### src/common/cpuPkg.sv
`default_nettype none

package cpuPkg;

  // Widths that carry a meaning
  typedef logic [15:0] word_t;     // Data or instruction word
  typedef logic [3:0]  regAddr_t;  // Register index
  typedef logic [3:0]  opcode_t;   // Instruction bits [15:12]
  typedef logic [7:0]  memAddr_t;  // Data memory word address
  typedef logic [1:0]  fwdSel_t;   // EX operand source

  // Operand source codes
  localparam fwdSel_t FWD_NONE  = 2'd0;  // Value read in decode
  localparam fwdSel_t FWD_EXMEM = 2'd1;  // ALU result one ahead
  localparam fwdSel_t FWD_MEMWB = 2'd2;  // Writeback value two ahead

  // Opcodes
  localparam opcode_t OP_ADD = 4'd0;
  localparam opcode_t OP_SUB = 4'd1;
  localparam opcode_t OP_XOR = 4'd2;
  localparam opcode_t OP_LW  = 4'd8;
  localparam opcode_t OP_SW  = 4'd9;
  localparam opcode_t OP_LLB = 4'd10;
  localparam opcode_t OP_HLT = 4'd15;

  // Storage depths
  localparam int NUM_REGS   = 16;
  localparam int DMEM_WORDS = 256;

endpackage

`default_nettype wire
### src/design/hazardUnit.sv
`timescale 1ns/1ns
`default_nettype none

module hazardUnit (
  input  cpuPkg::regAddr_t idRs,
  input  cpuPkg::regAddr_t idRt,
  input  cpuPkg::regAddr_t exRs,
  input  cpuPkg::regAddr_t exRt,
  input  cpuPkg::regAddr_t exRd,
  input  logic             exIsLoad,
  input  cpuPkg::regAddr_t memRd,
  input  logic             memWrites,
  input  logic             memIsLoad,
  input  cpuPkg::regAddr_t wbAddr,
  input  logic             wbEn,
  output cpuPkg::fwdSel_t  fwdA,
  output cpuPkg::fwdSel_t  fwdB,
  output logic             stall
);
  import cpuPkg::*;

  logic exMemOk;   // EX/MEM holds a usable result
  logic memWbOk;

  // Load data is not ready in EX/MEM
  assign exMemOk = memWrites && !memIsLoad && (memRd != '0);
  assign memWbOk = wbEn && (wbAddr != '0);

  // Nearer producer wins
  assign fwdA = (exMemOk && (memRd == exRs)) ? FWD_EXMEM :
                (memWbOk && (wbAddr == exRs)) ? FWD_MEMWB : FWD_NONE;
  assign fwdB = (exMemOk && (memRd == exRt)) ? FWD_EXMEM :
                (memWbOk && (wbAddr == exRt)) ? FWD_MEMWB : FWD_NONE;

  // Load in EX feeding the instruction in decode
  assign stall = exIsLoad && (exRd != '0) && ((exRd == idRs) || (exRd == idRt));

endmodule

`default_nettype wire

### config.mk
export PLATFORM = sky130hd
export DESIGN_NAME = hazardUnit
export DESIGN_NICKNAME = d
export VERILOG_FILES = /design/src/common/cpuPkg.sv /design/src/design/hazardUnit.sv
export SDC_FILE = /design/constraint.sdc
export NUM_CORES = 1
export LEC_CHECK = 0
export ABC_AREA = 1
export BUFFER_PORTS_ARGS = -buffer_cell sky130_fd_sc_hd__buf_2
export CAP_MARGIN = 15
export CORE_AREA = 4 4 41 43
export DETAILED_ROUTE_END_ITERATION = 10
export DIE_AREA = 0 0 45 47
export GPL_ROUTABILITY_DRIVEN = 0
export PLACE_DENSITY = 0.74
export SLEW_MARGIN = 0
export SYNTH_ARGS = -nofsm -noshare
export SYNTH_HDL_FRONTEND = slang
export SYNTH_SLANG_ARGS = --single-unit
export TNS_END_PERCENT = 50
### constraint.sdc
create_clock -name vclk -period 0.8
set_input_delay 0.04 -clock vclk [all_inputs]
set_output_delay 0.04 -clock vclk [all_outputs]
set_load 0.02 [all_outputs]
==> results.md <==
* Gr usage total at 14.2%
* First-pass GRT wire length at 2420 um
* Fin util at 65.7%
* Syn nets at 160
* Tcrit/Tclk final at 100%
* Port bufs at 37
* Simple-gate share of the synthesized area at 71.3%
* Ratio of cells with drive above 1 in the final layout at 40.0%
* Ranking of synthesized cells by area: nand2_1 (51%), inv_1 (15%), nor2_1 (12%), inv_2 (5.8%), xor2_1 (3.4%)
* Area of the mapped netlist at 514 sq um
* Max Clock Freq at 1250 MHz
* Post-synthesis sequential area ratio at 0%
* Placed Area at 718 sq um
* Pins Over Slew Limit at 0
* Warnings, synthesis at 0
* Post-synthesis xor/xnor area fraction at 3.41%
* Leakage at 0.582 nW
* Die area at 0.00212 sq mm
* Tmin final at 0.802 ns
* Hold Violations, Final at 0
* Max-Cap Viols at 0
* Most common cell in the netlist: nand2_1
* Crit-path max cell delay at 0.15 ns
* DRC viols at 0
* Data arrival, critical path at 0.76 ns
* Tightest Pin Transition at 0.215 ns
* Post-Synth Adder-Cell Area at 0%
* Cell family with most CP delay: simple AND/OR/NAND/NOR gates
* Post-detailed-routing wire length at 1660 um
* Worst VDD drop at 0.195 mV
* Crit path buf inv count at 2
* Top-area cell type share of the netlist area at 51.1%
* Rows at 13
* Layout Area Growth over Synthesis at 66.2%
* PD cells at 481 mW/mm^2
* Critical path endpoint category: primary output
* Hold Slack at 0.459 ns
* Post-synthesis mux area share at 0%
* Setup violators final at 2
* Initial antenna violation count at 0
* Final ANT Viol Nets at 0
* Total number of vias at 808
* # clk buffers at 0
* Number of global-route vias before repair at 667
* Num ports at 37
* WL/cell at 9.19 um
* Critical Path RT at 0.76 ns
* Hold buffer count at cts at 0
* Complex-gate fraction of the synthesized area at 4.14%
* Synth Instances at 128
* CP most frequent cell: nand2_1
* Final WS setup at -0.00207 ns
* Crit-path cells: buf_4 -> nand2_1 -> nand2_1 -> nor2_1 -> nand2_1 -> nor2_2 -> nor2_1 -> buf_4
* Starting Density at 39.5%
* Fill cell count at 137
* Drt via density at 4.49
* Mean post-synth cell area at 4.02 sq um
* Cell taking the most area after synthesis: nand2_1
* Nets at 199
* Design area at 855 sq um
* Largest family of logic cells by synthesized area: simple AND/OR/NAND/NOR gates
* 1st-pass router iterations at 4
* Status: complete, but fails checks
* Register Area at 0 sq um
* Core area at 0.00130 sq mm
* DP HPWL at 1320 um
* Place WS at -0.0152 ns
* Diodes inserted at 0
* Commonest cells in the netlist: nand2_1 (70), inv_1 (21), nor2_1 (17)
* Max FO, Critical Path at 3
* Critical-path top delay cell: buf_4
* Total Power at 411 uW
* Die X-Extent at 45 um
* Critical Path Source Type: input port
* Largest net degree at the start of global routing at 5
* Die Span Y at 47 um
* RSZ-0062 raised after global routing: yes
* Netlist cell types at 12
* Crit Path Class: input port to primary output
* Starting DRC count in detailed routing at 10
* Min-delay worst type: input port to primary output
* Failing checks: setup timing
* Rel. slew slack at 85.5%
* Seq cells at 0
* Grt ovf at 0
placed cells by master (no fill, tap or decap):
| cell | count |
|---|---|
| inv_2 | 7 |
| nor2_2 | 4 |
| xor2_1 | 2 |
| nand2_1 | 61 |
| nand3_1 | 3 |
| inv_4 | 6 |
| buf_2 | 22 |
| a21boi_2 | 1 |
| a21oi_2 | 1 |
| inv_1 | 16 |
| nand4_1 | 1 |
| buf_8 | 3 |
| nor2_1 | 15 |
| buf_6 | 8 |
| nand2_2 | 10 |
| buf_4 | 4 |
| o21ai_0 | 1 |
where the power goes:
group	leakage (nW)	internal (mW)	switching (mW)	total, mW
clock	0	0	0	0
sequential	0	0	0	0
combinational	0.582	0.197	0.213	0.411
total	0.582	0.197	0.213	0.411
area by class of cell:
cell class | instances | area [sq um] | share of cell area [%]
timing repair buffer | 37 | 275 | 32.2
inverter | 29 | 124 | 14.5
multi-input combinational | 99 | 437 | 51.1
tap | 15 | 18.8 | 2.20
worst paths after layout:
| path | depth (start not counted) | slack [ns] | endpoint | from |
|---|---|---|---|---|
| max | 8 | -0.002 | fwdB[1] | exRt[2] |
| min | 4 | 0.46 | stall | exIsLoad |
cell families after synthesis:
group / after synthesis
AO/OA/AOI/OAI: 3
XOR/XNOR: 2
buffers and inverters: 29
AND/OR/NAND/NOR: 94
through the flow:
stage,cells,TNS (ns)
finish,180,-0.00286
global route,180,-0.296
CTS,180,-0.00365
detailed placement,180,-0.0312
global placement,180,-0.00784
floorplan,128,0
metal layers:
metal	GRT usage, %	vias to the layer above	wire (um)
li1	-	440	-
met1	17.3	346	668
met2	29.1	22	878
met3	0	0	108
met4	0	0	0
met5	0	-	0
timing repair:
item,in CTS,in global routing
setup endpoints to repair,3,5
gates resized for setup,4,45
pin swaps,0,20
setup buffers,0,0
Note: power is estimated with default switching activity, not from simulation.
