==> src/common/cpuPkg.sv <==
`default_nettype none

package cpuPkg;

  // Widths that carry a meaning
  typedef logic [15:0] word_t;     // Data or instruction word
  typedef logic [3:0]  regAddr_t;  // Register index
  typedef logic [3:0]  opcode_t;   // Instruction bits [15:12]
  typedef logic [7:0]  memAddr_t;  // Data memory word address
  typedef logic [1:0]  fwdSel_t;   // EX operand source

  // Operand source codes
  localparam fwdSel_t FWD_NONE  = 2'd0;  // Value read in decode
  localparam fwdSel_t FWD_EXMEM = 2'd1;  // ALU result one ahead
  localparam fwdSel_t FWD_MEMWB = 2'd2;  // Writeback value two ahead

  // Opcodes
  localparam opcode_t OP_ADD = 4'd0;
  localparam opcode_t OP_SUB = 4'd1;
  localparam opcode_t OP_XOR = 4'd2;
  localparam opcode_t OP_LW  = 4'd8;
  localparam opcode_t OP_SW  = 4'd9;
  localparam opcode_t OP_LLB = 4'd10;
  localparam opcode_t OP_HLT = 4'd15;

  // Storage depths
  localparam int NUM_REGS   = 16;
  localparam int DMEM_WORDS = 256;

endpackage

`default_nettype wire
==> src/execute/executeStage.sv <==
`timescale 1ns/1ns
`default_nettype none

module executeStage (
  input  logic             clk,
  input  logic             arstN,
  input  cpuPkg::opcode_t  exOp,
  input  cpuPkg::regAddr_t exRd,
  input  cpuPkg::word_t    exOpA,
  input  cpuPkg::word_t    exOpB,
  input  cpuPkg::word_t    exImm,
  input  logic             exWrites,
  input  logic             exIsLoad,
  input  logic             exHalt,
  input  cpuPkg::fwdSel_t  fwdA,
  input  cpuPkg::fwdSel_t  fwdB,
  input  cpuPkg::word_t    wbData,       // MEM/WB forward source
  output cpuPkg::word_t    memResult,    // Also the EX/MEM forward source
  output cpuPkg::word_t    memStoreData,
  output cpuPkg::regAddr_t memRd,
  output logic             memWrites,
  output logic             memIsLoad,
  output logic             memIsStore,
  output logic             memHalt
);
  import cpuPkg::*;

  word_t srcA;     // Base for LW/SW
  word_t srcB;     // Store data for SW
  word_t aluOut;

  function automatic word_t fwdMux(input fwdSel_t sel, input word_t regVal,
                                   input word_t exMemVal, input word_t memWbVal);
    case (sel)
      FWD_EXMEM: return exMemVal;
      FWD_MEMWB: return memWbVal;
      default:   return regVal;
    endcase
  endfunction

  assign srcA = fwdMux(fwdA, exOpA, memResult, wbData);
  assign srcB = fwdMux(fwdB, exOpB, memResult, wbData);

  // ALU and address adder
  always_comb begin
    case (exOp)
      OP_SUB:       aluOut = srcA - srcB;
      OP_XOR:       aluOut = srcA ^ srcB;
      OP_LLB:       aluOut = exImm;
      OP_LW, OP_SW: aluOut = srcA + exImm;   // Word address in low byte
      default:      aluOut = srcA + srcB;    // ADD and bubbles
    endcase
  end

  // EX/MEM control
  always_ff @(posedge clk or negedge arstN) begin
    if (!arstN) begin
      memRd      <= '0;
      memWrites  <= 1'b0;
      memIsLoad  <= 1'b0;
      memIsStore <= 1'b0;
      memHalt    <= 1'b0;
    end else begin
      memRd      <= exRd;
      memWrites  <= exWrites;
      memIsLoad  <= exIsLoad;
      memIsStore <= exOp == OP_SW;  // Bubbles carry OP_ADD
      memHalt    <= exHalt;
    end
  end

  // EX/MEM data
  always_ff @(posedge clk) begin
    memResult    <= aluOut;
    memStoreData <= srcB;
  end

endmodule

`default_nettype wire

==> config.mk <==
export PLATFORM = sky130hd
export DESIGN_NAME = executeStage
export DESIGN_NICKNAME = d
export VERILOG_FILES = /design/src/common/cpuPkg.sv /design/src/execute/executeStage.sv
export SDC_FILE = /design/constraint.sdc
export NUM_CORES = 1
export LEC_CHECK = 0
export BUFFER_PORTS_ARGS = -buffer_cell sky130_fd_sc_hd__buf_4
export CAP_MARGIN = 20
export CORE_MARGIN = 2
export CORE_UTILIZATION = 46
export CTS_CLUSTER_SIZE = 12
export DETAILED_ROUTE_END_ITERATION = 10
export PLACE_DENSITY_LB_ADDON = 0.3
export SLEW_MARGIN = 25
export SYNTH_ARGS = -nofsm -noshare
export SYNTH_HDL_FRONTEND = slang
export SYNTH_SLANG_ARGS = --single-unit
==> constraint.sdc <==
create_clock -name clk -period 3.9 [get_ports clk]
set_clock_uncertainty 0.15 [all_clocks]
set_input_delay 0.39 -clock clk [delete_from_list [all_inputs] [get_ports clk]]
set_output_delay 0.39 -clock clk [all_outputs]
set_load 0.05 [all_outputs]
==> metrics.md, run 1 <==
| Metric | Value |
|---|---|
| Status | completed |
| CTS Sinks | 40 |
| Relative slew slack | 51.9% |
| Clock transition at path regs | 0.09 ns |
| Synth cell types | just over 60 |
| Full die area | 0.00799 sq mm |
| Worst-case clock buffer depth | 2 |
| Placed cell area | 0.00468 sq mm |
| Filler cells | between 600 and 700 |
| Finished Cell Area | 0.00483 sq mm |
| H-Tree Depth | 2 |
| Cell-internal power | between 1 and 1.5 mW |
| GRT Util Overall | 28.2% |
| Switching power | 1.17 mW |
| Number of global-route vias before repair | 3,530 |
| Synth area leader | dfxtp_1 |
| Standard-cell rows | 31 |
| Commonest non-fill, non-tap cell in the layout | buf_4 |
| Post-synthesis cell count | 421 |
| Pwr dens | 517 mW/mm^2 |
| Worst-path maximum fanout | 11 |
| DR iter-0 viols | 303 |
| Post-synth EDFFs | 0 |
| DR pass1 iterations | 5 |
| Final hold violations | 0 |
| Area Overhead vs Synth | 44.0% |
| RSZ-0062 raised after global routing | no |
| Worst hold slack | 0.0477 ns |
| Pin count of the biggest net entering global routing | 31 |
| Synthesized Nets | 523 |
| Setup violators final | 0 |
| Buffers on Ports | 120 |
| Ys flop type | dfxtp_1 |
| Worst EP required | 3.97 ns |
| Met2 GRT Util | between 40 and 50% |
| Post-DP HPWL | roughly 9.3 mm |
| Synth Warn # | 0 |
| Async SR Flop Fraction | 20.0% |
| GPL Wtd Cong | just under 1 |
| Sequential power share | between 20 and 25% |
| CTS tree | yes |
| Setup crit end kind | flop |
| Grt total ovfl | 0 |
| Most frequent cells in the layout | 180 x buf_4, 51 x nand2_1, 39 x o21ai_0 |
| Final period utilization | a little over nine tenths |
| Worst EP arrival | 3.75 ns |
| R2R setup slack | 0.39 ns |
| Initial antenna violation count | 0 |
| Tmin final | 3.67 ns |
| CP startpoint kind | input port |
| Worst slack, placed | -0.241 ns |
| Setup CP Type | in2reg |
| Max Clk Rate | around 0.27 GHz |
| PnR worst setup slack | 0.226 ns |
| Max Cap Viol | 0 |
| Synthesized cell area | ~0.0034 sq mm |
| Share of cells above drive strength 1 | 36.4% |
| Final WL | 11.5 mm |
| I/O pins | roughly 120 |
| Chip width | 89.4 um |
| First-pass GRT wire length | 17.3 mm |
| GR Util met1 | 38.1% |
| Avg Cell Area, Syn | 7.97 sq um |
| GR Util met3 | ~6.4% |
| Starting Density | a little under half |
| Clk_lat worst skew | 0.29 ns |
| Final Slew Violations | 0 |
| Final TNS setup | 0 ns |
| Nets@finish | 684 |
| Non-filler instance count after layout | a little under 700 |
| ANT nets after route | 0 |
| Post-DR vias/cell | 5.66 |
| Die Span Y | 89.4 um |
| Yosys top cell area share | 19.1% |
| Slew @ Worst Pin | 0.714 ns |
| Combinational Power Share | 61.0% |
| Synth area leaders | dfxtp_1 19%, xnor2_1 7.8%, ha_1 7.5%, a22oi_1 6.3%, dfrtp_1 6.0% |
| Worst hold-check path type | in2reg |
| WL/cell | between 15 and 20 um |
| DR DRC count | 0 |
| CTS buffer count | 5 |
| Top Usage Layer GRT | met2 |
| DP Cell Count | 673 |
| Sw Ratio | 47.0% |
| Leakage | 2.23 nW |
| Core area | 0.00714 sq mm |
| Seq/Total Area, Yosys | 25.1% |
| # diodes | 0 |
| Max VDD drop | 0.187 mV |
| Clock root cell | clkbuf_8 |
| Clock network fraction of total power | 14.2% |
| Yosys reg bits | 40 |
| DR vias | 3,861 |
==> cell families after synthesis <==
kind of cell	synth area share, %
and+or+nand+nor	15.9
adders and majority gates	8.06
DFF	25.1
muxes	1.23
AOI/OAI and AO/OA	32.2
xor gates and xnor gates	10.4
buffers and inverters	7.12
==> cell type report <==
type	count	area, sq um	area share, %
Clock inverter	3	46.3	0.958
Tap cell	99	124	2.56
Sequential cell	40	841	17.4
Multi-Input combinational cell	330	2300	47.6
Clock buffer	5	68.8	1.42
Inverter	24	90.1	1.86
Timing Repair Buffer	181	1360	28.2
==> worst max-delay path, stage by stage <==
cell and delay [ns]:
buf_4 0.12, inv_1 0.09, ha_4 0.25, nor2b_1 0.16
or2_2 0.32, ha_1 0.24, buf_4 0.15, xnor2_1 0.15
o221ai_1 0.14, ha_1 0.33, o21ai_1 0.11, o211a_1 0.27
a211oi_2 0.26, o21a_1 0.16, o21ai_0 0.09, or3_1 0.33
a32oi_1 0.20
==> stage by stage <==
step	total power [mW]	utilization, %
3_3_place_gp	2.09	65.6
6_report	2.50	67.7
4_1_cts	2.47	67.3
5_1_grt	2.63	67.7
2_1_floorplan	1.56	-
3_5_place_dp	2.11	65.6
==> path summary, 6_finish.rpt <==
check | startpoint | end | depth (start not counted)
worst min register to register | memResult[15]$_DFF_P_ | memStoreData[15]$_DFF_P_ | 2
worst max-delay path | fwdB[0] | memResult[11]$_DFF_P_ | 17
min in group asynchronous | arstN | memRd[2]$_DFF_PN0_ | 2
worst max register to register | memResult[3]$_DFF_P_ | memResult[14]$_DFF_P_ | 14
max in group asynchronous | arstN | memHalt$_DFF_PN0_ | 2
worst min-delay path | exRd[2] | memRd[2]$_DFF_PN0_ | 1
==> routing by layer <==
metal	share of wire, %	wire length, um
met1	43	4930
met2	44	5090
met3	11	1230
met4	1.9	216
met5	0	0
==> flip-flops by register name, summed over array words and instances, names as in the netlist <==
signal / flops
memResult: 16
memStoreData: 16
memRd: 4
memHalt: 1
memIsLoad: 1
memIsStore: 1
memWrites: 1
==> Yosys cell counts (all sizes together), types with 9 or more instances <==
cell type  count
a21oi         18
a22oi         28
buf           12
clkbuf        15
dfxtp         32
ha            20
inv           24
nand2         51
nor2          19
o21a          11
o21ai         44
o221ai         9
xnor2         30
xor2          10
==> power groups by stage <==
stage / Clock [mW] / Sequential [mW] / Combinational [mW]
2_1_floorplan: 0 / 0.980 / 0.582
3_3_place_gp: 0 / 0.622 / 1.47
3_5_place_dp: 0 / 0.623 / 1.49
4_1_cts: 0.356 / 0.614 / 1.50
5_1_grt: 0.373 / 0.629 / 1.63
6_report: 0.354 / 0.619 / 1.52
==> what timing repair did <==
item	CTS	global route
hold endpoints to repair	8	0
setup buffers	0	0
endpoints found under the setup margin	0	8
gates resized for setup	0	6
hold buffers	1	0
Power figures use the tool's default switching activity.
==> run 2: changes to the inputs <==
CORE_ASPECT_RATIO = 2   (was not set)
==> metrics.md, run 2 (synthesized netlist as in run 1, its figures left out) <==
| Metric | Value |
|---|---|
| DR DRC count | 0 (unchanged) |
| Clock root cell | clkbuf_16 |
| Commonest non-fill, non-tap cell in the layout | buf_4 |
| Starting Density | 46.9% (-0.13 points) |
| Tmin final | 3.69 ns (+0.0167 ns) |
| DR pass1 iterations | 5 (unchanged) |
| Initial antenna violation count | 0 (unchanged) |
| Worst-case clock buffer depth | 2 (unchanged) |
| CTS buffer count | 5 (unchanged) |
| Biggest regs | memResult x16, memStoreData x16, memRd x4 |
| ANT nets after route | 0 (unchanged) |
| H-Tree Depth | 2 (unchanged) |
| CP startpoint kind | input port |
| Filler cells | 602 (-0.33%) |
| CP max-delay cell | ha_2 |
| Number of global-route vias before repair | 3,732 (+5.7%) |
| Final Slew Violations | 0 (unchanged) |
| Worst hold slack | 0.0603 ns (+0.0126 ns) |
| CTS tree | yes |
| Nets@finish | 680 (-0.58%) |
| Final WL | 11.1 mm (-3.1%) |
| Worst EP arrival | 3.75 ns (about the same) |
| Share of cells above drive strength 1 | 37.3% (+0.94 points) |
| Grt total ovfl | 0 (unchanged) |
| # diodes | 0 (unchanged) |
| CP max stage delay | 0.42 ns (+0.09 ns) |
| Clock transition at path regs | 0.06 ns (-0.03 ns) |
| Total Power | 2.59 mW (+3.8%) |
| Worst-path maximum fanout | 9 (-2) |
| Final period utilization | 94.6% (+0.43 points) |
| Setup crit end kind | flop |
| Max Clk Rate | 0.271 GHz (-0.45%) |
| Buffers on Ports | 120 (unchanged) |
| Leakage | 2.25 nW (+0.92%) |
| Die Span Y | 125 um (+40%) |
| Seq. cell area | 841 sq um (unchanged) |
| Chip width | 64.4 um (-28%) |
| Status | completed |
| Full die area | 0.00803 sq mm (+0.52%) |
| Standard-cell rows | 44 (+42%) |
| Core area | 0.00716 sq mm (+0.28%) |
| Setup violators final | 0 (unchanged) |
| Most frequent cells in the layout | 176 x buf_4, 51 x nand2_1, 39 x o21ai_0 |
| Area Overhead vs Synth | 45.8% |
| Worst EP required | 3.96 ns (about the same) |
| Critical-path cell list | buf_4 -> inv_1 -> ha_4 -> nor2b_1 -> or2_2 -> ha_1 -> and4_1 -> buf_4 -> nand3_1 -> xnor2_1 -> o221ai_1 -> ha_2 -> inv_1 -> or3_1 -> o211ai_1 -> a31oi_1 -> xor2_1 -> o21ai_0 |
| GPL Wtd Cong | 1.02 (+4.9%) |
| Worst hold-check path type | in2reg |
| Final hold violations | 0 (unchanged) |
| Clk_lat worst skew | 0.28 ns (about the same) |
| DR iter-0 viols | 425 (+40%) |
| Post-DR vias/cell | 5.70 (+0.69%) |
| Crit path max-delay family | simple AND/OR/NAND/NOR gates |
| Post-DP HPWL | 8.83 mm (-5.3%) |
| Slew @ Worst Pin | 0.505 ns (-0.210 ns) |
| Relative slew slack | 66.0% (+14 points) |
| Pin count of the biggest net entering global routing | 32 (+3.2%) |
| WL/cell | 16.5 um (-1.6%) |
| GRT Util Overall | 27.1% (-1.1 points) |
| I/O pins | 121 (unchanged) |
| Max Cap Viol | 0 (unchanged) |
| DR vias | 3,825 (-0.93%) |
| Max VDD drop | 0.204 mV (+8.7%) |
| WP buf/inv | 4 (+1) |
| Final TNS setup | 0 ns (unchanged) |
| Multi-input gate area | 0.00235 sq mm (+2.2%) |
| CTS Sinks | 40 (unchanged) |
| First-pass GRT wire length | 17.6 mm (+1.6%) |
| Setup CP Type | in2reg |
| Pwr dens | 530 mW/mm^2 (+2.5%) |
## run 2: timing repair
action / in CTS / in global routing
hold buffers: 1 / 0
setup buffers: 0 / 0
hold endpoints to repair: 8 / 0
setup endpoints to repair: 0 / 6
resized for setup: 0 / 16
## run 2: where the power goes
group	switching (mW)	leakage [nW]	internal [mW]
Combinational	0.914	1.81	0.601
Clock	0.163	0.0808	0.301
Sequential	0.0885	0.365	0.523
Total	1.17	2.25	1.43
## run 2: layout make-up
type	instances	area share (%)
clock buffers	6	2.63
repair buffers	177	27.2
inverters	24	1.84
clock inverters	2	0.716
flip-flops and latches	40	17.2
well taps	92	2.35
multi-input cells	330	48.1
## run 2: layer usage
metal	GRT usage (%)	wire length, um	vias up
met2	46.4	5560	194
met5	0	0	-
li1	-	-	1836
met4	10.5	247	0
met1	34.4	4590	1770
met3	2.53	705	25
## run 2: worst paths after layout
check | from | endpoint | slack [ns] | cells past startpoint
worst max-delay path | fwdB[0] | memResult[14]$_DFF_P_ | 0.21 | 18
min in group asynchronous | arstN | memRd[3]$_DFF_PN0_ | 0.31 | 2
max in group asynchronous | arstN | memIsLoad$_DFF_PN0_ | 3.17 | 2
worst max register to register | memResult[1]$_DFF_P_ | memResult[14]$_DFF_P_ | 0.39 | 15
worst min register to register | memResult[8]$_DFF_P_ | memStoreData[8]$_DFF_P_ | 0.53 | 2
worst min-delay path | exWrites | memWrites$_DFF_PN0_ | 0.06 | 1
## run 2: metrics by stage
| step | util (%) | setup slack (ns) | instances | area, sq um |
|---|---|---|---|---|
| after global placement | 64.9 | -0.127 | 662 | 4640 |
| after CTS | 67.3 | 0.0640 | 671 | 4820 |
| after detailed placement | 64.9 | -0.193 | 662 | 4640 |
| final | 68.4 | 0.209 | 671 | 4890 |
| after floorplan | - | 0.130 | 421 | 3350 |
| after global routing | 68.4 | -0.00612 | 671 | 4890 |
## run 2: worst reg2reg max path: stages (launching register included)
cell      delay (ns)
dfxtp_1         0.34
a221oi_2        0.28
or2_2           0.18
ha_1            0.22
and4_1          0.22
buf_4           0.15
nand3_1         0.10
xnor2_1         0.15
o221ai_1        0.16
ha_2            0.42
inv_1           0.08
or3_1           0.39
o211ai_1        0.18
a31oi_1         0.13
xor2_1          0.15
o21ai_0         0.16
