$ cat src/common/cpuPkg.sv
`default_nettype none

package cpuPkg;

  // Widths that carry a meaning
  typedef logic [15:0] word_t;     // Data or instruction word
  typedef logic [3:0]  regAddr_t;  // Register index
  typedef logic [3:0]  opcode_t;   // Instruction bits [15:12]
  typedef logic [7:0]  memAddr_t;  // Data memory word address
  typedef logic [1:0]  fwdSel_t;   // EX operand source

  // Operand source codes
  localparam fwdSel_t FWD_NONE  = 2'd0;  // Value read in decode
  localparam fwdSel_t FWD_EXMEM = 2'd1;  // ALU result one ahead
  localparam fwdSel_t FWD_MEMWB = 2'd2;  // Writeback value two ahead

  // Opcodes
  localparam opcode_t OP_ADD = 4'd0;
  localparam opcode_t OP_SUB = 4'd1;
  localparam opcode_t OP_XOR = 4'd2;
  localparam opcode_t OP_LW  = 4'd8;
  localparam opcode_t OP_SW  = 4'd9;
  localparam opcode_t OP_LLB = 4'd10;
  localparam opcode_t OP_HLT = 4'd15;

  // Storage depths
  localparam int NUM_REGS   = 16;
  localparam int DMEM_WORDS = 256;

endpackage

`default_nettype wire
$ cat src/decode/decodeStage.sv
`timescale 1ns/1ns
`default_nettype none

module decodeStage (
  input  logic             clk,
  input  logic             arstN,
  input  cpuPkg::word_t    ifIdInstr,
  input  logic             ifIdValid,
  input  logic             stall,
  input  logic             wbEn,       // Register write from WB
  input  cpuPkg::regAddr_t wbAddr,
  input  cpuPkg::word_t    wbData,
  output cpuPkg::regAddr_t idRs,
  output cpuPkg::regAddr_t idRt,
  output logic             haltSeen,
  output cpuPkg::opcode_t  exOp,
  output cpuPkg::regAddr_t exRd,
  output cpuPkg::regAddr_t exRs,
  output cpuPkg::regAddr_t exRt,
  output cpuPkg::word_t    exOpA,
  output cpuPkg::word_t    exOpB,
  output cpuPkg::word_t    exImm,
  output logic             exWrites,
  output logic             exIsLoad,
  output logic             exHalt
);
  import cpuPkg::*;

  opcode_t  op;
  regAddr_t rd;        // Destination or store data
  regAddr_t rs;
  regAddr_t rt;
  logic     isAlu;
  logic     isLoad;
  logic     isStore;
  logic     isLlb;
  logic     isHlt;
  logic     idLive;    // Real entry for ID/EX this cycle
  logic     haltLatch;
  word_t    imm;
  word_t    rdDataA;
  word_t    rdDataB;

  // Fields
  assign op = ifIdInstr[15:12];
  assign rd = ifIdInstr[11:8];
  assign rs = ifIdInstr[7:4];
  assign rt = ifIdInstr[3:0];

  assign isAlu   = (op == OP_ADD) || (op == OP_SUB) || (op == OP_XOR);
  assign isLoad  = op == OP_LW;
  assign isStore = op == OP_SW;
  assign isLlb   = op == OP_LLB;
  assign isHlt   = op == OP_HLT;

  // Unused sources read r0 so they never forward or stall
  assign idRs = (ifIdValid && (isAlu || isLoad || isStore)) ? rs : '0;
  assign idRt = !ifIdValid ? '0 : isAlu ? rt : isStore ? rd : '0;

  // LLB zero-extends while LW/SW offsets sign-extend
  assign imm = isLlb ? {8'h00, ifIdInstr[7:0]} : {{12{ifIdInstr[3]}}, ifIdInstr[3:0]};

  assign idLive   = ifIdValid && !stall;
  assign haltSeen = haltLatch || (ifIdValid && isHlt);  // Same-cycle PC freeze

  regFile regFile_inst (
    .clk(clk), .arstN(arstN), .rdAddrA(idRs), .rdAddrB(idRt),
    .wrEn(wbEn), .wrAddr(wbAddr), .wrData(wbData),
    .rdDataA(rdDataA), .rdDataB(rdDataB)
  );

  // ID/EX control with a bubble on stall or empty IF/ID
  always_ff @(posedge clk or negedge arstN) begin
    if (!arstN) begin
      haltLatch <= 1'b0;
      exOp      <= OP_ADD;
      exRd      <= '0;
      exRs      <= '0;
      exRt      <= '0;
      exWrites  <= 1'b0;
      exIsLoad  <= 1'b0;
      exHalt    <= 1'b0;
    end else begin
      haltLatch <= haltSeen;                    // Sticky until reset
      exOp      <= idLive ? op : OP_ADD;
      exRd      <= idLive ? rd : '0;
      exRs      <= idLive ? idRs : '0;
      exRt      <= idLive ? idRt : '0;
      exWrites  <= idLive && (isAlu || isLlb || isLoad) && (rd != '0);  // r0 never retires
      exIsLoad  <= idLive && isLoad;
      exHalt    <= idLive && isHlt;
    end
  end

  // ID/EX operands
  always_ff @(posedge clk) begin
    exOpA <= rdDataA;
    exOpB <= rdDataB;
    exImm <= imm;
  end

endmodule

`default_nettype wire

$ cat src/decode/regFile.sv
`timescale 1ns/1ns
`default_nettype none

module regFile (
  input  logic             clk,
  input  logic             arstN,
  input  cpuPkg::regAddr_t rdAddrA,
  input  cpuPkg::regAddr_t rdAddrB,
  input  logic             wrEn,
  input  cpuPkg::regAddr_t wrAddr,
  input  cpuPkg::word_t    wrData,
  output cpuPkg::word_t    rdDataA,
  output cpuPkg::word_t    rdDataB
);
  import cpuPkg::*;

  word_t regs [NUM_REGS];

  // Write port that leaves r0 at zero
  always_ff @(posedge clk or negedge arstN) begin
    if (!arstN) begin
      for (int i = 0; i < NUM_REGS; i++) begin
        regs[i] <= '0;
      end
    end else if (wrEn && (wrAddr != '0)) begin
      regs[wrAddr] <= wrData;
    end
  end

  // Read ports with write-through bypass
  assign rdDataA = (rdAddrA == '0) ? '0 :
                   (wrEn && (wrAddr == rdAddrA)) ? wrData : regs[rdAddrA];
  assign rdDataB = (rdAddrB == '0) ? '0 :
                   (wrEn && (wrAddr == rdAddrB)) ? wrData : regs[rdAddrB];

endmodule

`default_nettype wire

$ cat config.mk
export PLATFORM = sky130hd
export DESIGN_NAME = decodeStage
export DESIGN_NICKNAME = d
export VERILOG_FILES = /design/src/common/cpuPkg.sv /design/src/decode/decodeStage.sv /design/src/decode/regFile.sv
export SDC_FILE = /design/constraint.sdc
export NUM_CORES = 1
export LEC_CHECK = 0
export BUFFER_PORTS_ARGS = -buffer_cell sky130_fd_sc_hd__buf_2
export CAP_MARGIN = 20
export CORE_MARGIN = 2
export CORE_UTILIZATION = 61
export CTS_CLUSTER_SIZE = 30
export DETAILED_ROUTE_END_ITERATION = 8
export PLACE_DENSITY = 0.77
export SETUP_SLACK_MARGIN = 0.3
export SLEW_MARGIN = 20
export SYNTH_ARGS = -nofsm -noshare
export SYNTH_HDL_FRONTEND = slang
export SYNTH_SLANG_ARGS = --single-unit
$ cat constraint.sdc
create_clock -name clk -period 2.4 [get_ports clk]
set_input_delay 0.24 -clock clk [delete_from_list [all_inputs] [get_ports clk]]
set_output_delay 0.24 -clock clk [all_outputs]
set_load 0.02 [all_outputs]
==> key figures, run 1 <==
Run status
  – Status: complete, no violations

Synth
  – Register area share after synthesis: 47.78%
  – Ranking of synthesized cells by area: dfrtp_1 43%, mux2_2 18%, mux4_2 6.8%
  – Cell Area, Synth: 16170 µm²
  – Syn Nets: 1365
  – FF+latch count, synth: 317
  – Yosys cell types: 59
  – Top cell type's share of synthesized area: 42.71%
  – Synth Flop Type: dfrtp_1
  – Synth area leader: dfrtp_1
  – Syn avg cell area: 12.21 µm²
  – EDFF count, synth: 0
  – Yosys warns: 0
  – Synth Instances: 1324
  – Ys async rst share: 87.07%

Critical path
  – Crit-path leading delay family: buffers and inverters
  – Crit Path Class: in2reg
  – Buffer and inverter count on the worst path: 4
  – CP required: 2.78 ns
  – Worst R2R End: exOpA[15]
  – Critical Path Sink Type: flop
  – R2R setup slack: 0.60 ns
  – Startpoint types: input pin
  – Cell Chain, Critical Path: dlygate4sd3_1, buf_2, a21bo_2, o2111ai_4, inv_2, nand3_1, buf_12, o22ai_1, a211oi_1, a31oi_1
  – Slowest stage delay, CP: 0.55 ns
  – Slowest stage cell, crit path: dlygate4sd3_1
  – CP Launch Point: ifIdInstr[10]
  – R2r startpoint: regFile_inst.regs[172]
  – Crit path DAT: 2.44 ns
  – CP Max Fanout: 16
  – R2R cell count: 7

Timing
  – RSZ-0062 raised after global routing: false
  – Final setup vio count: 0
  – Final period util: 86.02%
  – Max frequency: 484.4 MHz
  – Max Slew Vio Count: 0
  – Min Tclk post-route: 2.064 ns
  – Actual slew at the worst max-slew pin: 0.6693 ns
  – Final Hold Vio Count: 0
  – Rel. slew slack: 55.38%
  – Post-Route Skew: 0.02697 ns

CTS
  – CTS Buf Count: 35
  – Clk slew on worst S/H paths: 0.06 ns
  – TritonCTS clock tree: yes
  – Maximum buffer depth of the clock tree: 3
  – Clock sinks: 317
  – Skew-Pair Late Insertion Delay: 0.53 ns
  – H-tree depth: 2
  – CTS-repair resized insts: 0
  – Setup repair bufs after CTS: 0
  – Hold buffer count at CTS: 9
  – Root buf cell: clkbuf_16

Drt
  – DR vias/cell: 6.884
  – Total Wirelength: 49920 µm
  – Avg WL per Cell: 27.43 µm
  – Initial DRC Count: 1496
  – TritonRoute pass-1 iters: 7
  – Drt drc: 0
  – DRT antenna net count: 0
  – Via count: 12530

Final layout
  – Finished Layout Cells: 1820
  – Core Util, Final: 72.56%
  – Nets: 1499
  – Filler Cells Inserted: 1707
  – Share of layout cells above drive strength 1: 41.95%
  – Most frequent cells in the layout: 276 x dfrtp_1, 256 x mux2_2, 115 x buf_2
  – Commonest non-fill, non-tap cell in the layout: dfrtp_1
  – Syn-to-layout area delta: 16.93%
  – Antenna Cells: 0

Hold path
  – Worst hold path type: in2reg
  – Worst hold start: stall
  – Hold path cells: 2
  – Hold EP: exRt[1]

Pwr
  – Leakage power total: 0.008582 µW
  – Peak supply drop: 0.7066 mV
  – Cell Pwr Density: 829.1 nW/µm²
  – Power, Total: 15680 µW

Floorplanning
  – Core Region: 26060 µm²
  – Die Area: 27830 µm²
  – Chip width: 166.8 µm
  – Initial Util: 62.06%
  – Io pins: 117
  – Site row count: 59
  – Die height: 166.8 µm

Job
  – Max-cap violations: 0

Placed design
  – Hpwl dp: 32820 µm
  – Placed cells: 1747
  – GPL Wtd Cong: 0.9312
  – IO buf count: 116

Global route
  – Largest net degree at the start of global routing: 78
  – Congestion Overflow GR: 0
  – Vias in the first global route: 12940
  – Initial antenna violation count: 1
  – First-pass GRT wire length: 77180 µm
  – Gr usage total: 36.22%
==> synthesized netlist by cell type, drive strengths merged (5+ instances only) <==
| cell type | count |
|---|---|
| o22ai | 46 |
| a211oi | 33 |
| a31oi | 17 |
| mux4 | 49 |
| a21oi | 31 |
| o221ai | 15 |
| nor2b | 19 |
| mux2i | 84 |
| or3 | 5 |
| nor2 | 41 |
| inv | 40 |
| o211ai | 15 |
| clkbuf | 95 |
| nand3 | 9 |
| dfrtp | 276 |
| o21a | 15 |
| dfxtp | 41 |
| a41oi | 15 |
| mux2 | 256 |
| o31ai | 16 |
| nand2 | 49 |
| o21bai | 14 |
| and2 | 7 |
| buf | 41 |
| o21ai | 33 |
| nand4 | 17 |
| xnor2 | 5 |
| nand2b | 5 |
| o2111ai | 5 |
==> logic make-up after synthesis <==
group                  Yosys count  synth area share (%)
AND/OR/NAND/NOR                167                 5.238
multiplexers                   389                 29.85
AO/OA/AOI/OAI                  268                 11.88
buffers and inverters          176                 4.689
XOR/XNOR                         7                0.5648
flip-flops                     317                 47.78
==> how the worst max path moves through the flow <==
stage                end  slack, ns  cells after the start
2_1_floorplan  exOpB[14]       0.30                      7
5_1_grt        exOpB[15]       0.33                     10
3_5_place_dp    exOpB[5]     -0.002                     10
6_report        exOpB[8]       0.34                     10
4_1_cts         exOpB[8]       0.42                     10
3_3_place_gp    exOpA[2]       0.08                      9
==> state kept, by name (all words and copies together) (netlist names) <==
name / cells
regFile_inst.regs: 256
exOpA: 16
exOpB: 16
exImm: 9
exOp: 4
exRd: 4
exRs: 4
exRt: 4
exHalt: 1
exIsLoad: 1
exWrites: 1
haltLatch: 1
==> where the power goes <==
group	total, µW	internal, µW	switching (µW)
Clock	5480	3250	2230
Combinational	3040	1670	1370
Sequential	7170	6340	824
==> layout make-up <==
cell class	instances	area (µm²)	area share, %
multi-input cells	831	7746	40.96
inverters	40	150.1	0.7940
clock buffers	47	991.0	5.241
clock inverters	17	183.9	0.9727
flip-flops and latches	317	7727	40.87
repair buffers	233	1692	8.946
well taps	335	419.2	2.217
==> metal layers <==
| layer | wire [µm] | up-vias | GRT usage [%] |
|---|---|---|---|
| li1 | - | 5218 | - |
| met1 | 19420 | 6298 | 48.31 |
| met2 | 22900 | 807 | 55.29 |
| met3 | 5041 | 204 | 9.339 |
| met4 | 2538 | 2 | 18.44 |
| met5 | 17 | - | 0 |
==> through the flow <==
step	hold slack (ns)	TNS, ns	setup WS [ns]	cell area (µm²)
6_report	0.03880	0	0.3355	18910
3_5_place_dp	0.2809	-0.001785	-0.001785	17640
5_1_grt	0.03732	0	0.3286	18910
3_3_place_gp	0.2771	0	0.08012	17640
2_1_floorplan	-0.05559	0	0.2976	16180
4_1_cts	0.01699	0	0.4208	18910
(Power assumes the default switching activity.)
==> run 2, diff against run 1 <==
CELL_PAD_IN_SITES_DETAIL_PLACEMENT = 0   (was not set)
CELL_PAD_IN_SITES_GLOBAL_PLACEMENT = 1   (was not set)
CORE_UTILIZATION = 50   (was 61)
==> key figures, run 2 (synthesis results as in run 1) <==
Critical path
  – Slowest stage cell, crit path: dlygate4sd3_1
  – CP Max Fanout: 21
  – Most frequent CP cell: buf_2
  – R2R cell count: 7
  – Startpoint types: input pin
  – Worst R2R End: exOpA[15]
  – R2R setup slack: 0.53 ns
  – Crit Path Class: in2out
  – Cell Chain, Critical Path: dlygate4sd3_1, buf_2, a21bo_2, o2111ai_4, inv_4, buf_12, buf_2
  – Critical Path Sink Type: primary output
  – CP required: 2.16 ns
  – Crit-path leading delay family: buffers and inverters
  – Buffer and inverter count on the worst path: 5
  – R2r startpoint: regFile_inst.regs[140]
  – Slowest stage delay, CP: 0.52 ns
  – Crit path DAT: 1.78 ns

Timing
  – Final setup vio count: 0
  – Rel. slew slack: 49.44%
  – Post-Route Skew: 0.02022 ns
  – Actual slew at the worst max-slew pin: 0.7560 ns
  – Setup TNS: 0 ns
  – RSZ-0062 raised after global routing: false
  – Min Tclk post-route: 2.022 ns
  – Max frequency: 494.5 MHz
  – Final Hold Vio Count: 0
  – Setup slack after layout: 0.3779 ns
  – Max Slew Vio Count: 0
  – Final period util: 84.25%

Global route
  – Largest net degree at the start of global routing: 75
  – First-pass GRT wire length: 76000 µm
  – Vias in the first global route: 12200
  – Gr usage total: 29.97%
  – Congestion Overflow GR: 0
  – Initial antenna violation count: 0

Final layout
  – Commonest non-fill, non-tap cell in the layout: dfrtp_1
  – Finished Layout Cells: 1891
  – Most frequent cells in the layout: 276 x dfrtp_1, 256 x mux2_2, 115 x buf_2
  – Core Util, Final: 60.23%
  – Top Registers: regFile_inst.regs: 256 flops, exOpA: 16 flops, exOpB: 16 flops
  – Nets: 1501
  – Share of layout cells above drive strength 1: 41.84%
  – Max reg flops: 256
  – Most flop-heavy register: regFile_inst.regs
  – Antenna Cells: 0
  – Syn-to-layout area delta: 18.13%

Drt
  – Initial DRC Count: 952
  – Via count: 11930
  – Total Wirelength: 49760 µm
  – TritonRoute pass-1 iters: 5
  – Drt drc: 0
  – Avg WL per Cell: 26.32 µm
  – DR vias/cell: 6.306
  – DRT antenna net count: 0

Floorplanning
  – Initial Util: 50.99%
  – Die Area: 33800 µm²
  – Die height: 183.8 µm
  – Io pins: 117
  – Site row count: 65
  – Core Region: 31720 µm²
  – Chip width: 183.8 µm

Hold path
  – Worst hold path type: in2reg
  – Hold path cells: 2
  – Hold EP: exWrites
  – Worst hold start: ifIdInstr[14]

CTS
  – Root buf cell: clkbuf_16
  – Clk slew on worst S/H paths: 0.06 ns
  – Skew-Pair Late Insertion Delay: 0.52 ns
  – H-tree depth: 2
  – Clock sinks: 317
  – TritonCTS clock tree: yes
  – CTS Buf Count: 37
  – Maximum buffer depth of the clock tree: 3

Placed design
  – Placed cells: 1813
  – Post-Place Setup Slack: -0.008495 ns
  – GPL Wtd Cong: 0.8817
  – IO buf count: 116
  – Hpwl dp: 32840 µm

Pwr
  – Cell Pwr Density: 835.6 nW/µm²
  – Peak supply drop: 0.5089 mV
  – Leakage power total: 0.008624 µW

Run status
  – Status: complete, no violations

Job
  – Max-cap violations: 0
==> run 2: report_power, final <==
group	leakage [µW]	switching (µW)	total, µW	internal, µW
sequential	0.00377	770	7110	6340
combinational	0.00423	1350	3010	1670
clock	0.000624	2270	5840	3570
total	0.00862	4390	16000	11600
==> run 2: worst max path at each step <==
stage | from | depth (start not counted) | end
after detailed placement | ifIdInstr[13] | 9 | exOpB[10]
after global placement | ifIdInstr[13] | 9 | exOpB[0]
after global routing | ifIdInstr[9] | 7 | idRt[1]
after floorplan | ifIdInstr[13] | 7 | exOpB[14]
after CTS | ifIdInstr[9] | 7 | idRt[1]
final | ifIdInstr[9] | 7 | idRt[1]
==> run 2: stage by stage <==
stage	total power, µW	cell area (µm²)	hold WS, ns
after floorplan	9099	16180	-0.05559
after global placement	10030	17720	0.2825
after detailed placement	10140	17730	0.2730
after CTS	15980	19090	0.01469
after global routing	16600	19100	0.02814
final	15960	19100	0.03113
==> run 2: timing repair <==
item                       CTS  global route
hold endpoints to repair    75             0
hold buffers                 9             0
gates resized for setup      0             1
setup endpoints to repair    0             1
setup buffers                0             1
==> run 2: final cells by class <==
| cell class | count | area, µm² |
|---|---|---|
| multi-input cells | 831 | 7752 |
| flip-flops and latches | 317 | 7727 |
| well taps | 402 | 503.0 |
| repair buffers | 233 | 1692 |
| fillers | 2570 | 12610 |
| clock inverters | 13 | 158.9 |
| clock buffers | 55 | 1117 |
| inverters | 40 | 152.6 |
==> run 2: routing by layer <==
metal	global-route usage [%]	up-vias	routed length, µm
met5	0	-	0
li1	-	5221	-
met3	5.329	134	3195
met4	11.58	0	1967
met1	41.83	6057	22100
met2	46.82	513	22500
