==> src/common/cpuPkg.sv <==
`default_nettype none

package cpuPkg;

  // Widths that carry a meaning
  typedef logic [15:0] word_t;     // Data or instruction word
  typedef logic [3:0]  regAddr_t;  // Register index
  typedef logic [3:0]  opcode_t;   // Instruction bits [15:12]
  typedef logic [7:0]  memAddr_t;  // Data memory word address
  typedef logic [1:0]  fwdSel_t;   // EX operand source

  // Operand source codes
  localparam fwdSel_t FWD_NONE  = 2'd0;  // Value read in decode
  localparam fwdSel_t FWD_EXMEM = 2'd1;  // ALU result one ahead
  localparam fwdSel_t FWD_MEMWB = 2'd2;  // Writeback value two ahead

  // Opcodes
  localparam opcode_t OP_ADD = 4'd0;
  localparam opcode_t OP_SUB = 4'd1;
  localparam opcode_t OP_XOR = 4'd2;
  localparam opcode_t OP_LW  = 4'd8;
  localparam opcode_t OP_SW  = 4'd9;
  localparam opcode_t OP_LLB = 4'd10;
  localparam opcode_t OP_HLT = 4'd15;

  // Storage depths
  localparam int NUM_REGS   = 16;
  localparam int DMEM_WORDS = 256;

endpackage

`default_nettype wire
==> src/fetch/fetchStage.sv <==
`timescale 1ns/1ns
`default_nettype none

module fetchStage (
  input  logic          clk,
  input  logic          arstN,
  input  logic          stall,      // Load-use hold
  input  logic          haltSeen,   // HLT in or past decode
  input  cpuPkg::word_t instr,
  output cpuPkg::word_t pc,
  output cpuPkg::word_t ifIdInstr,
  output logic          ifIdValid
);
  import cpuPkg::*;

  word_t pcPlus2;
  logic  pcHold;

  assign pcPlus2 = pc + 16'd2;     // Word-aligned step
  assign pcHold  = stall | haltSeen;

  // PC register
  always_ff @(posedge clk or negedge arstN) begin
    if (!arstN) begin
      pc <= '0;
    end else if (!pcHold) begin
      pc <= pcPlus2;
    end
  end

  // IF/ID valid
  always_ff @(posedge clk or negedge arstN) begin
    if (!arstN) begin
      ifIdValid <= 1'b0;
    end else if (haltSeen) begin
      ifIdValid <= 1'b0;           // Bubbles only after HLT
    end else if (!stall) begin
      ifIdValid <= 1'b1;
    end
  end

  // IF/ID word held on stall
  always_ff @(posedge clk) begin
    if (!stall) begin
      ifIdInstr <= instr;
    end
  end

endmodule

`default_nettype wire

==> config.mk <==
export PLATFORM = sky130hd
export DESIGN_NAME = fetchStage
export DESIGN_NICKNAME = d
export VERILOG_FILES = /design/src/common/cpuPkg.sv /design/src/fetch/fetchStage.sv
export SDC_FILE = /design/constraint.sdc
export NUM_CORES = 1
export LEC_CHECK = 0
export ABC_AREA = 1
export BUFFER_PORTS_ARGS = -buffer_cell sky130_fd_sc_hd__buf_2
export CAP_MARGIN = 10
export CORE_ASPECT_RATIO = 2
export CORE_MARGIN = 4
export CORE_UTILIZATION = 51
export CTS_CLUSTER_DIAMETER = 80
export DETAILED_ROUTE_END_ITERATION = 8
export PLACE_DENSITY = 0.83
export SYNTH_ARGS = -nofsm -noshare
export SYNTH_HDL_FRONTEND = slang
export SYNTH_SLANG_ARGS = --single-unit
export TNS_END_PERCENT = 5
==> constraint.sdc <==
create_clock -name clk -period 1.85 [get_ports clk]
set_clock_uncertainty 0.05 [all_clocks]
set_input_delay 0.2775 -clock clk [delete_from_list [all_inputs] [get_ports clk]]
set_output_delay 0.2775 -clock clk [all_outputs]
set_load 0.005 [all_outputs]
==> results of run 1 <==
[state kept, by name (all words and copies together) (netlist names)]
| signal | cells |
|---|---|
| ifIdInstr | 16 |
| pc | 15 |
| ifIdValid | 1 |
[power breakdown]
part | switching [mW] | total, mW | internal, mW | leakage (nW)
Clock | 0.240 | 0.502 | 0.261 | 0.0399
Combinational | 0.135 | 0.264 | 0.129 | 0.517
Sequential | 0.0875 | 0.922 | 0.834 | 0.365
Total | 0.463 | 1.69 | 1.22 | 0.922
[worst register-to-register path, cell delays in order, from the launching register on]
cell	delay (ns)
sky130_fd_sc_hd__dfrtp_1	0.42
sky130_fd_sc_hd__ha_1	0.25
sky130_fd_sc_hd__nand2_1	0.12
sky130_fd_sc_hd__nor2_2	0.12
sky130_fd_sc_hd__nand2_1	0.09
sky130_fd_sc_hd__o21ai_1	0.15
sky130_fd_sc_hd__nand2_1	0.06
[path summary, 6_finish.rpt]
path	from	to	cells past startpoint
worst max-delay path	pc[1]$_DFFE_PN0N_	pc[9]$_DFFE_PN0N_	6
worst min-delay path	instr[12]	ifIdInstr[12]$_DFFE_PN_	1
worst max register to register	pc[1]$_DFFE_PN0N_	pc[9]$_DFFE_PN0N_	6
worst min register to register	ifIdValid$_DFFE_PN0P_	ifIdValid$_DFFE_PN0P_	2
max in group asynchronous	arstN	pc[3]$_DFFE_PN0N_	2
min in group asynchronous	arstN	pc[12]$_DFFE_PN0N_	2
[cell type report]
class                           instances  area (um^2)
Clock buffer                            7         76.3
Clock inverter                          1         3.75
Fill cell                             209          815
Inverter                               16         60.1
Multi-Input combinational cell         69          427
Sequential cell                        32          881
Tap cell                               28         35.0
Timing Repair Buffer                   53          273
[what timing repair did]
action	in CTS	in global routing
hold endpoints to repair	16	0
hold buffers	1	0
resized for setup	0	0
[per-layer routing]
| metal | global-route usage (%) | routed length [um] | part of all wire, % |
|---|---|---|---|
| met5 | 0 | 0 | 0 |
| met4 | 10.3 | 82 | 2.7 |
| met3 | 4.82 | 324 | 11 |
| met2 | 34.1 | 1600 | 53 |
| met1 | 18.9 | 1010 | 34 |
[layout by cell type (no fill, tap or decap), types with 3 or more instances in the layout]
master / count
sky130_fd_sc_hd__buf_2: 51
sky130_fd_sc_hd__nand2_1: 29
sky130_fd_sc_hd__edfxtp_1: 16
sky130_fd_sc_hd__dfrtp_1: 16
sky130_fd_sc_hd__inv_1: 13
sky130_fd_sc_hd__nand2_2: 5
sky130_fd_sc_hd__nor2_2: 5
sky130_fd_sc_hd__clkbuf_8: 5
sky130_fd_sc_hd__nand4_1: 4
sky130_fd_sc_hd__xnor2_1: 4
sky130_fd_sc_hd__inv_2: 3
sky130_fd_sc_hd__nand3_1: 3
sky130_fd_sc_hd__nand3b_1: 3
[stage by stage]
step,cells,cell area (um^2),utilization [%]
after CTS,206,1760,68.3
after global placement,197,1670,64.8
after floorplan,118,1380,-
after global routing,206,1760,68.3
final,206,1760,68.3
after detailed placement,197,1670,64.8
[logic make-up after synthesis]
kind of cell / count (synthesis) / share of synthesized area [%]
AND/OR/NAND/NOR: 57 / 24.6
flip-flops: 32 / 64.1
buffers and inverters: 17 / 4.91
XOR/XNOR: 6 / 3.82
AO/OA/AOI/OAI: 4 / 1.46
adder cells (fa/ha/maj): 1 / 0.910
other: 1 / 0.273
==> summary.md, run 1 <==
| Metric | Value |
|---|---|
| Cell with the most instances after synthesis | `sky130_fd_sc_hd__nand2_1` |
| Maximum number of pins on one net before global-route repair | `17` |
| Number of nets in the layout | `198` |
| Fraction of layout instances using a drive strength above 1 | `43.3%` |
| Syn Area/Cell | `11.7 um^2` |
| DRC violations left | `0` |
| Final-report max-slew violation count | `0` |
| Synthesized flop and latch total | `32` |
| Synth Cell Area | `1380 um^2` |
| Critical path required time | `1.97 ns` |
| Detailed Route Iter0 Violations | `15` |
| Outcome | `finished, final reports clean` |
| Synthesized instance count | `118` |
| Initial standard-cell utilization of the core | `53.5%` |
| Number of port buffers | `51` |
| Dominant synthesized flop cell | `sky130_fd_sc_hd__edfxtp_1` |
| Final period utilization | `73.5%` |
| Worst IR drop on VDD | `0.587 mV` |
| Top area cells in the synthesized netlist | `sky130_fd_sc_hd__edfxtp_1 (35%), sky130_fd_sc_hd__dfrtp_1 (29%), sky130_fd_sc_hd__nand2_1 (7.9%), sky130_fd_sc_hd__inv_1 (3.5%), sky130_fd_sc_hd__nand3_4 (2.5%)` |
| Routed WL | `3.02 mm` |
| Detailed placer's ending HPWL | `2.23 mm` |
| Global-route wire length before repair | `5.00 mm` |
| Clock edge transition at the registers on the reported setup and hold paths | `0.06 ns` |
| Full die area | `3640 um^2` |
| Number of H-tree branching levels | `2` |
| Sequential share of the synthesized area | `64.1%` |
| Data arrival time of the critical path | `1.48 ns` |
| Final TNS setup | `0 ns` |
| CP max FO | `5` |
| Overall power of the completed layout | `1.69 mW` |
| Worst-case hold slack | `0.120 ns` |
| Worst skew pair latency | `0.28 ns` |
| Mean number of vias per cell | `5.11` |
| Clk sink count | `32` |
| Clock buffer count from CTS | `5` |
| Synth Net Count | `139` |
| Post-synth top area share | `34.9%` |
| Min Clock Period, post-route | `1.36 ns` |
| Library cell contributing the largest single delay on the critical path | `sky130_fd_sc_hd__dfrtp_1` |
| Post-CTS setup-driven buffer insertion count | `0` |
| Area growth from synthesis to final layout | `27.7%` |
| Synth top cells by count | `sky130_fd_sc_hd__nand2_1 (29), sky130_fd_sc_hd__dfrtp_1 (16), sky130_fd_sc_hd__edfxtp_1 (16)` |
| Delay-heaviest family, CP | `flip-flops` |
| Cell accounting for the most synthesized area | `sky130_fd_sc_hd__edfxtp_1` |
| Slowest cell delay on critical path | `0.42 ns` |
| RSZ-0062 raised after global routing | `false` |
| Setup violators final | `0` |
| Total number of placement rows | `26` |
| Post-DRT Antenna Nets | `0` |
| Synth Warn # | `0` |
| Crit path kind | `flop to flop` |
| Cell leakage power | `0.922 nW` |
| Hold crit path type | `primary input to flop` |
| Vias after detailed routing | `1053` |
| Proportion of register bits with asynchronous set or reset after synthesis | `50.0%` |
| Worst Setup Slack, final | `0.490 ns` |
| Clock tree from TritonCTS | `yes` |
| Final weighted congestion in routability-driven placement | `0.730` |
| Number of placed I/O pins | `53` |
| Reported max-cap violation count | `0` |
| Number of buffer and inverter instances along the worst setup path | `0` |
| Overall die height | `81.4 um` |
| First-pass iteration count of the detailed router | `3` |
| Cells along the critical path | `ha_1 > nand2_1 > nor2_2 > nand2_1 > o21ai_1 > nand2_1` |
| Number of antenna violations at the first check in global routing | `0` |
| Maximum clock rate | `735 MHz` |
| Placement Setup Slack | `0.474 ns` |
| Final routed wire length divided by cell count | `14.6 um` |
| Root Buffer | `sky130_fd_sc_hd__clkbuf_8` |
| Global Route Usage Sum | `19.0%` |
| Worst R2R Setup Slack | `0.49 ns` |
| Count of unique library cells instantiated by Yosys | `22` |
| Power density over the cells | `961 nW/um^2` |
| Clk buf depth | `2` |
| Number of failing hold endpoints at the final stage | `0` |
| Type of element capturing the critical path | `flop` |
| Die width | `44.7 um` |
| Startpoint Class | `flop` |
| Cell type with the highest occurrence count on the critical path | `sky130_fd_sc_hd__nand2_1` |
| Global route overflow | `0` |
| Core outline area | `2570 um^2` |
| Number of antenna diodes | `0` |
| Number of flops mapped to enable cells by yosys | `16` |
| Number of global-route vias before repair | `1129` |
(Power assumes the default switching activity.)
==> inputs of run 2 (changes only) <==
--- a/config.mk
+++ b/config.mk
@@ -10,10 +10,10 @@
 export CAP_MARGIN = 10
 export CORE_ASPECT_RATIO = 2
 export CORE_MARGIN = 4
-export CORE_UTILIZATION = 51
+export CORE_UTILIZATION = 43
 export CTS_CLUSTER_DIAMETER = 80
 export DETAILED_ROUTE_END_ITERATION = 8
-export PLACE_DENSITY = 0.83
+export PLACE_DENSITY = 0.75
 export SYNTH_ARGS = -nofsm -noshare
 export SYNTH_HDL_FRONTEND = slang
 export SYNTH_SLANG_ARGS = --single-unit
==> constraint.sdc (replaced) <==
create_clock -name clk -period 1.1 [get_ports clk]
set_clock_uncertainty 0.05 [all_clocks]
set_input_delay 0.165 -clock clk [delete_from_list [all_inputs] [get_ports clk]]
set_output_delay 0.165 -clock clk [all_outputs]
set_load 0.005 [all_outputs]
==> summary.md, run 2 (same netlist as run 1, synthesis figures left out) <==
| Metric | Value |
|---|---|
| Cell leakage power | `1.09 nW (+18%)` |
| Core outline area | `3010 um^2 (+17%)` |
| Mean number of vias per cell | `4.89 (-4.4%)` |
| Reported max-cap violation count | `0 (unchanged)` |
| RSZ-0062 raised after global routing | `true` |
| Total number of placement rows | `28 (+7.7%)` |
| Number of placed I/O pins | `53 (unchanged)` |
| FF/Latch Area | `887 um^2 (+0.71%)` |
| Final weighted congestion in routability-driven placement | `0.805 (+10%)` |
| Register containing the most flip-flops in the final layout | `ifIdInstr` |
| Global route overflow | `0 (unchanged)` |
| Number of failing hold endpoints at the final stage | `0 (unchanged)` |
| Routed WL | `3.49 mm (+16%)` |
| Clock edge transition at the registers on the reported setup and hold paths | `0.06 ns (about the same)` |
| Failing checks | `setup timing` |
| Internal Power | `2.52 mW (+110%)` |
| Maximum number of pins on one net before global-route repair | `17 (unchanged)` |
| Switching portion of total power | `26.3% (-1.2 points)` |
| Vias after detailed routing | `1148 (+9.0%)` |
| Area growth from synthesis to final layout | `54.0%` |
| Clock buffer count from CTS | `5 (unchanged)` |
| Number of port buffers | `51 (unchanged)` |
| Post-DRT Antenna Nets | `0 (unchanged)` |
| Full die area | `4220 um^2 (+16%)` |
| Clk sink count | `32 (unchanged)` |
| Number of H-tree branching levels | `2 (unchanged)` |
| Proportion of power drawn by the clock network | `31.7% (+2.0 points)` |
| Leading cell types in the layout, fill and taps excluded | `sky130_fd_sc_hd__buf_2 (47), sky130_fd_sc_hd__nand2_1 (27), sky130_fd_sc_hd__edfxtp_1 (16), sky130_fd_sc_hd__inv_1 (13), sky130_fd_sc_hd__dlygate4sd3_1 (13)` |
| Overall die height | `88.0 um (+8.0%)` |
| Final routed wire length divided by cell count | `14.9 um (+1.4%)` |
| Placement Setup Slack | `-0.115 ns (-0.590 ns)` |
| Root Buffer | `sky130_fd_sc_hd__clkbuf_8` |
| Type of element capturing the critical path | `flop` |
| Number of nets in the layout | `225 (+14%)` |
| Slowest cell delay on critical path | `0.44 ns (+0.02 ns)` |
| Worst IR drop on VDD | `1.33 mV (+130%)` |
| DRC violations left | `0 (unchanged)` |
| Maximum clock rate | `817 MHz (+11%)` |
| Library cell contributing the largest single delay on the critical path | `sky130_fd_sc_hd__dfrtp_2` |
| Initial standard-cell utilization of the core | `45.6% (-7.9 points)` |
| Worst reg2reg path depth | `7 (+1)` |
| First-pass iteration count of the detailed router | `4 (+1)` |
| Setup violators final | `17 (+17)` |
| Clk buf depth | `2 (unchanged)` |
| Min Clock Period, post-route | `1.22 ns (-0.136 ns)` |
| Placement Cell Area | `1790 um^2 (+7.4%)` |
| Crit path kind | `flop to flop` |
| Fraction of power consumed by combinational cells | `22.8% (+7.2 points)` |
| Global Route Usage Sum | `17.5% (-1.5 points)` |
| Final instance area | `2120 um^2 (+21%)` |
| Number of global-route vias before repair | `1157 (+2.5%)` |
| Outcome | `finished with violations` |
| Cells along the critical path | `buf_4 > inv_1 > nor2_4 > nand2_4 > inv_1 > nand4_1 > nand2_1` |
| Reported net switching power | `897 uW (+94%)` |
| Number of antenna diodes | `0 (unchanged)` |
| Worst Setup Slack, final | `-0.125 ns (-0.614 ns)` |
| Final-report max-slew violation count | `0 (unchanged)` |
| Detailed placer's ending HPWL | `2.42 mm (+8.5%)` |
| Critical path required time | `1.22 ns (-0.75 ns)` |
| Clock tree from TritonCTS | `yes` |
| Number of antenna violations at the first check in global routing | `0 (unchanged)` |
| Hold path depth | `1 (unchanged)` |
| Final period utilization | `111% (+38 points)` |
| Most common cell after layout, fill and taps aside | `sky130_fd_sc_hd__buf_2` |
| Startpoint Class | `flop` |
| Die width | `48.0 um (+7.3%)` |
| Fill cell total of the finished layout | `210 (+0.48%)` |
| Flip-flop count of the largest register, all copies and words added | `16 (unchanged)` |
| Cell type with the highest occurrence count on the critical path | `sky130_fd_sc_hd__inv_1` |
| Power density over the cells | `1610 nW/um^2 (+68%)` |
| Sequential share of power | `45.4% (-9.2 points)` |
| Area used by multi-input combinational logic | `475 um^2 (+11%)` |
| CP max FO | `5 (unchanged)` |
| Overall power of the completed layout | `3.42 mW (+100%)` |
| Global-route wire length before repair | `5.03 mm (+0.70%)` |
| Fraction of layout instances using a drive strength above 1 | `50.7% (+7.5 points)` |
| Detailed Route Iter0 Violations | `16 (+1)` |
| Worst skew pair latency | `0.28 ns (about the same)` |
| Hold crit path type | `primary input to flop` |
| Data arrival time of the critical path | `1.34 ns (-0.14 ns)` |
| Largest registers ranked by flip-flop count | `ifIdInstr x16, pc x15, ifIdValid x1` |
## run 2: cell types whose count changed in the layout (fill, tap and decap cells not counted), sizes merged
cell,previous run,this run
buf,52,67
dlygate4sd3,1,13
clkbuf,7,6
bufinv,0,1
## run 2: area by class of cell
| type | count | area share, % |
|---|---|---|
| flip-flops and latches | 32 | 41.9 |
| repair buffers | 80 | 25.9 |
| multi-input cells | 69 | 22.5 |
| clock buffers | 6 | 3.43 |
| inverters | 16 | 2.84 |
| well taps | 30 | 1.77 |
| clock inverters | 2 | 1.65 |
## run 2: per-layer routing
layer	track usage, %	up-vias	wire, um	share of wire, %
met4	9.80	0	155	4.4
met3	5.35	16	367	11
met1	16.0	523	1040	30
met5	0	-	0	0
li1	-	547	-	-
met2	31.2	62	1920	55
## run 2: worst max-delay path: cells and delay by family, from the launching register on
family                 cells  cell delay [ns]
AND/OR/NAND/NOR            4             0.30
flip-flops                 1             0.44
buffers and inverters      3             0.31
## run 2: final timing paths
path                                  startpoint                       to  slack (ns)
max                            pc[1]$_DFFE_PN0N_        pc[8]$_DFFE_PN0N_       -0.12
min                                    instr[12]  ifIdInstr[12]$_DFFE_PN_       0.008
max reg2reg                    pc[1]$_DFFE_PN0N_        pc[8]$_DFFE_PN0N_       -0.12
min reg2reg                ifIdValid$_DFFE_PN0P_    ifIdValid$_DFFE_PN0P_        0.45
max in group asynchronous                  arstN       pc[12]$_DFFE_PN0N_        0.43
min in group asynchronous                  arstN        pc[9]$_DFFE_PN0N_        0.28
## run 2: per-stage QoR
step	TNS (ns)	hold slack, ns	util (%)	std cells
global placement	-0.273	0.0480	59.4	213
floorplan	-0.108	-0.181	-	118
detailed placement	-0.574	0.0466	59.4	213
global route	-2.19	-0.000933	70.3	235
finish	-1.19	0.00767	70.3	235
CTS	-1.10	0.000102	67.1	228
## run 2: power by group through the flow
stage | Sequential [mW] | Clock [mW] | Combinational, mW
final | 1.55 | 1.08 | 0.780
after CTS | 1.56 | 1.11 | 0.700
after floorplan | 1.59 | 0 | 0.234
after global placement | 1.57 | 0 | 0.603
after detailed placement | 1.57 | 0 | 0.616
after global routing | 1.58 | 1.17 | 0.857
## run 2: timing repair
item	in CTS	in global routing
hold buffers	7	6
setup endpoints to repair	18	24
gates resized for setup	13	8
pin swaps	1	5
buffers inserted	0	1
hold endpoints to repair	22	6
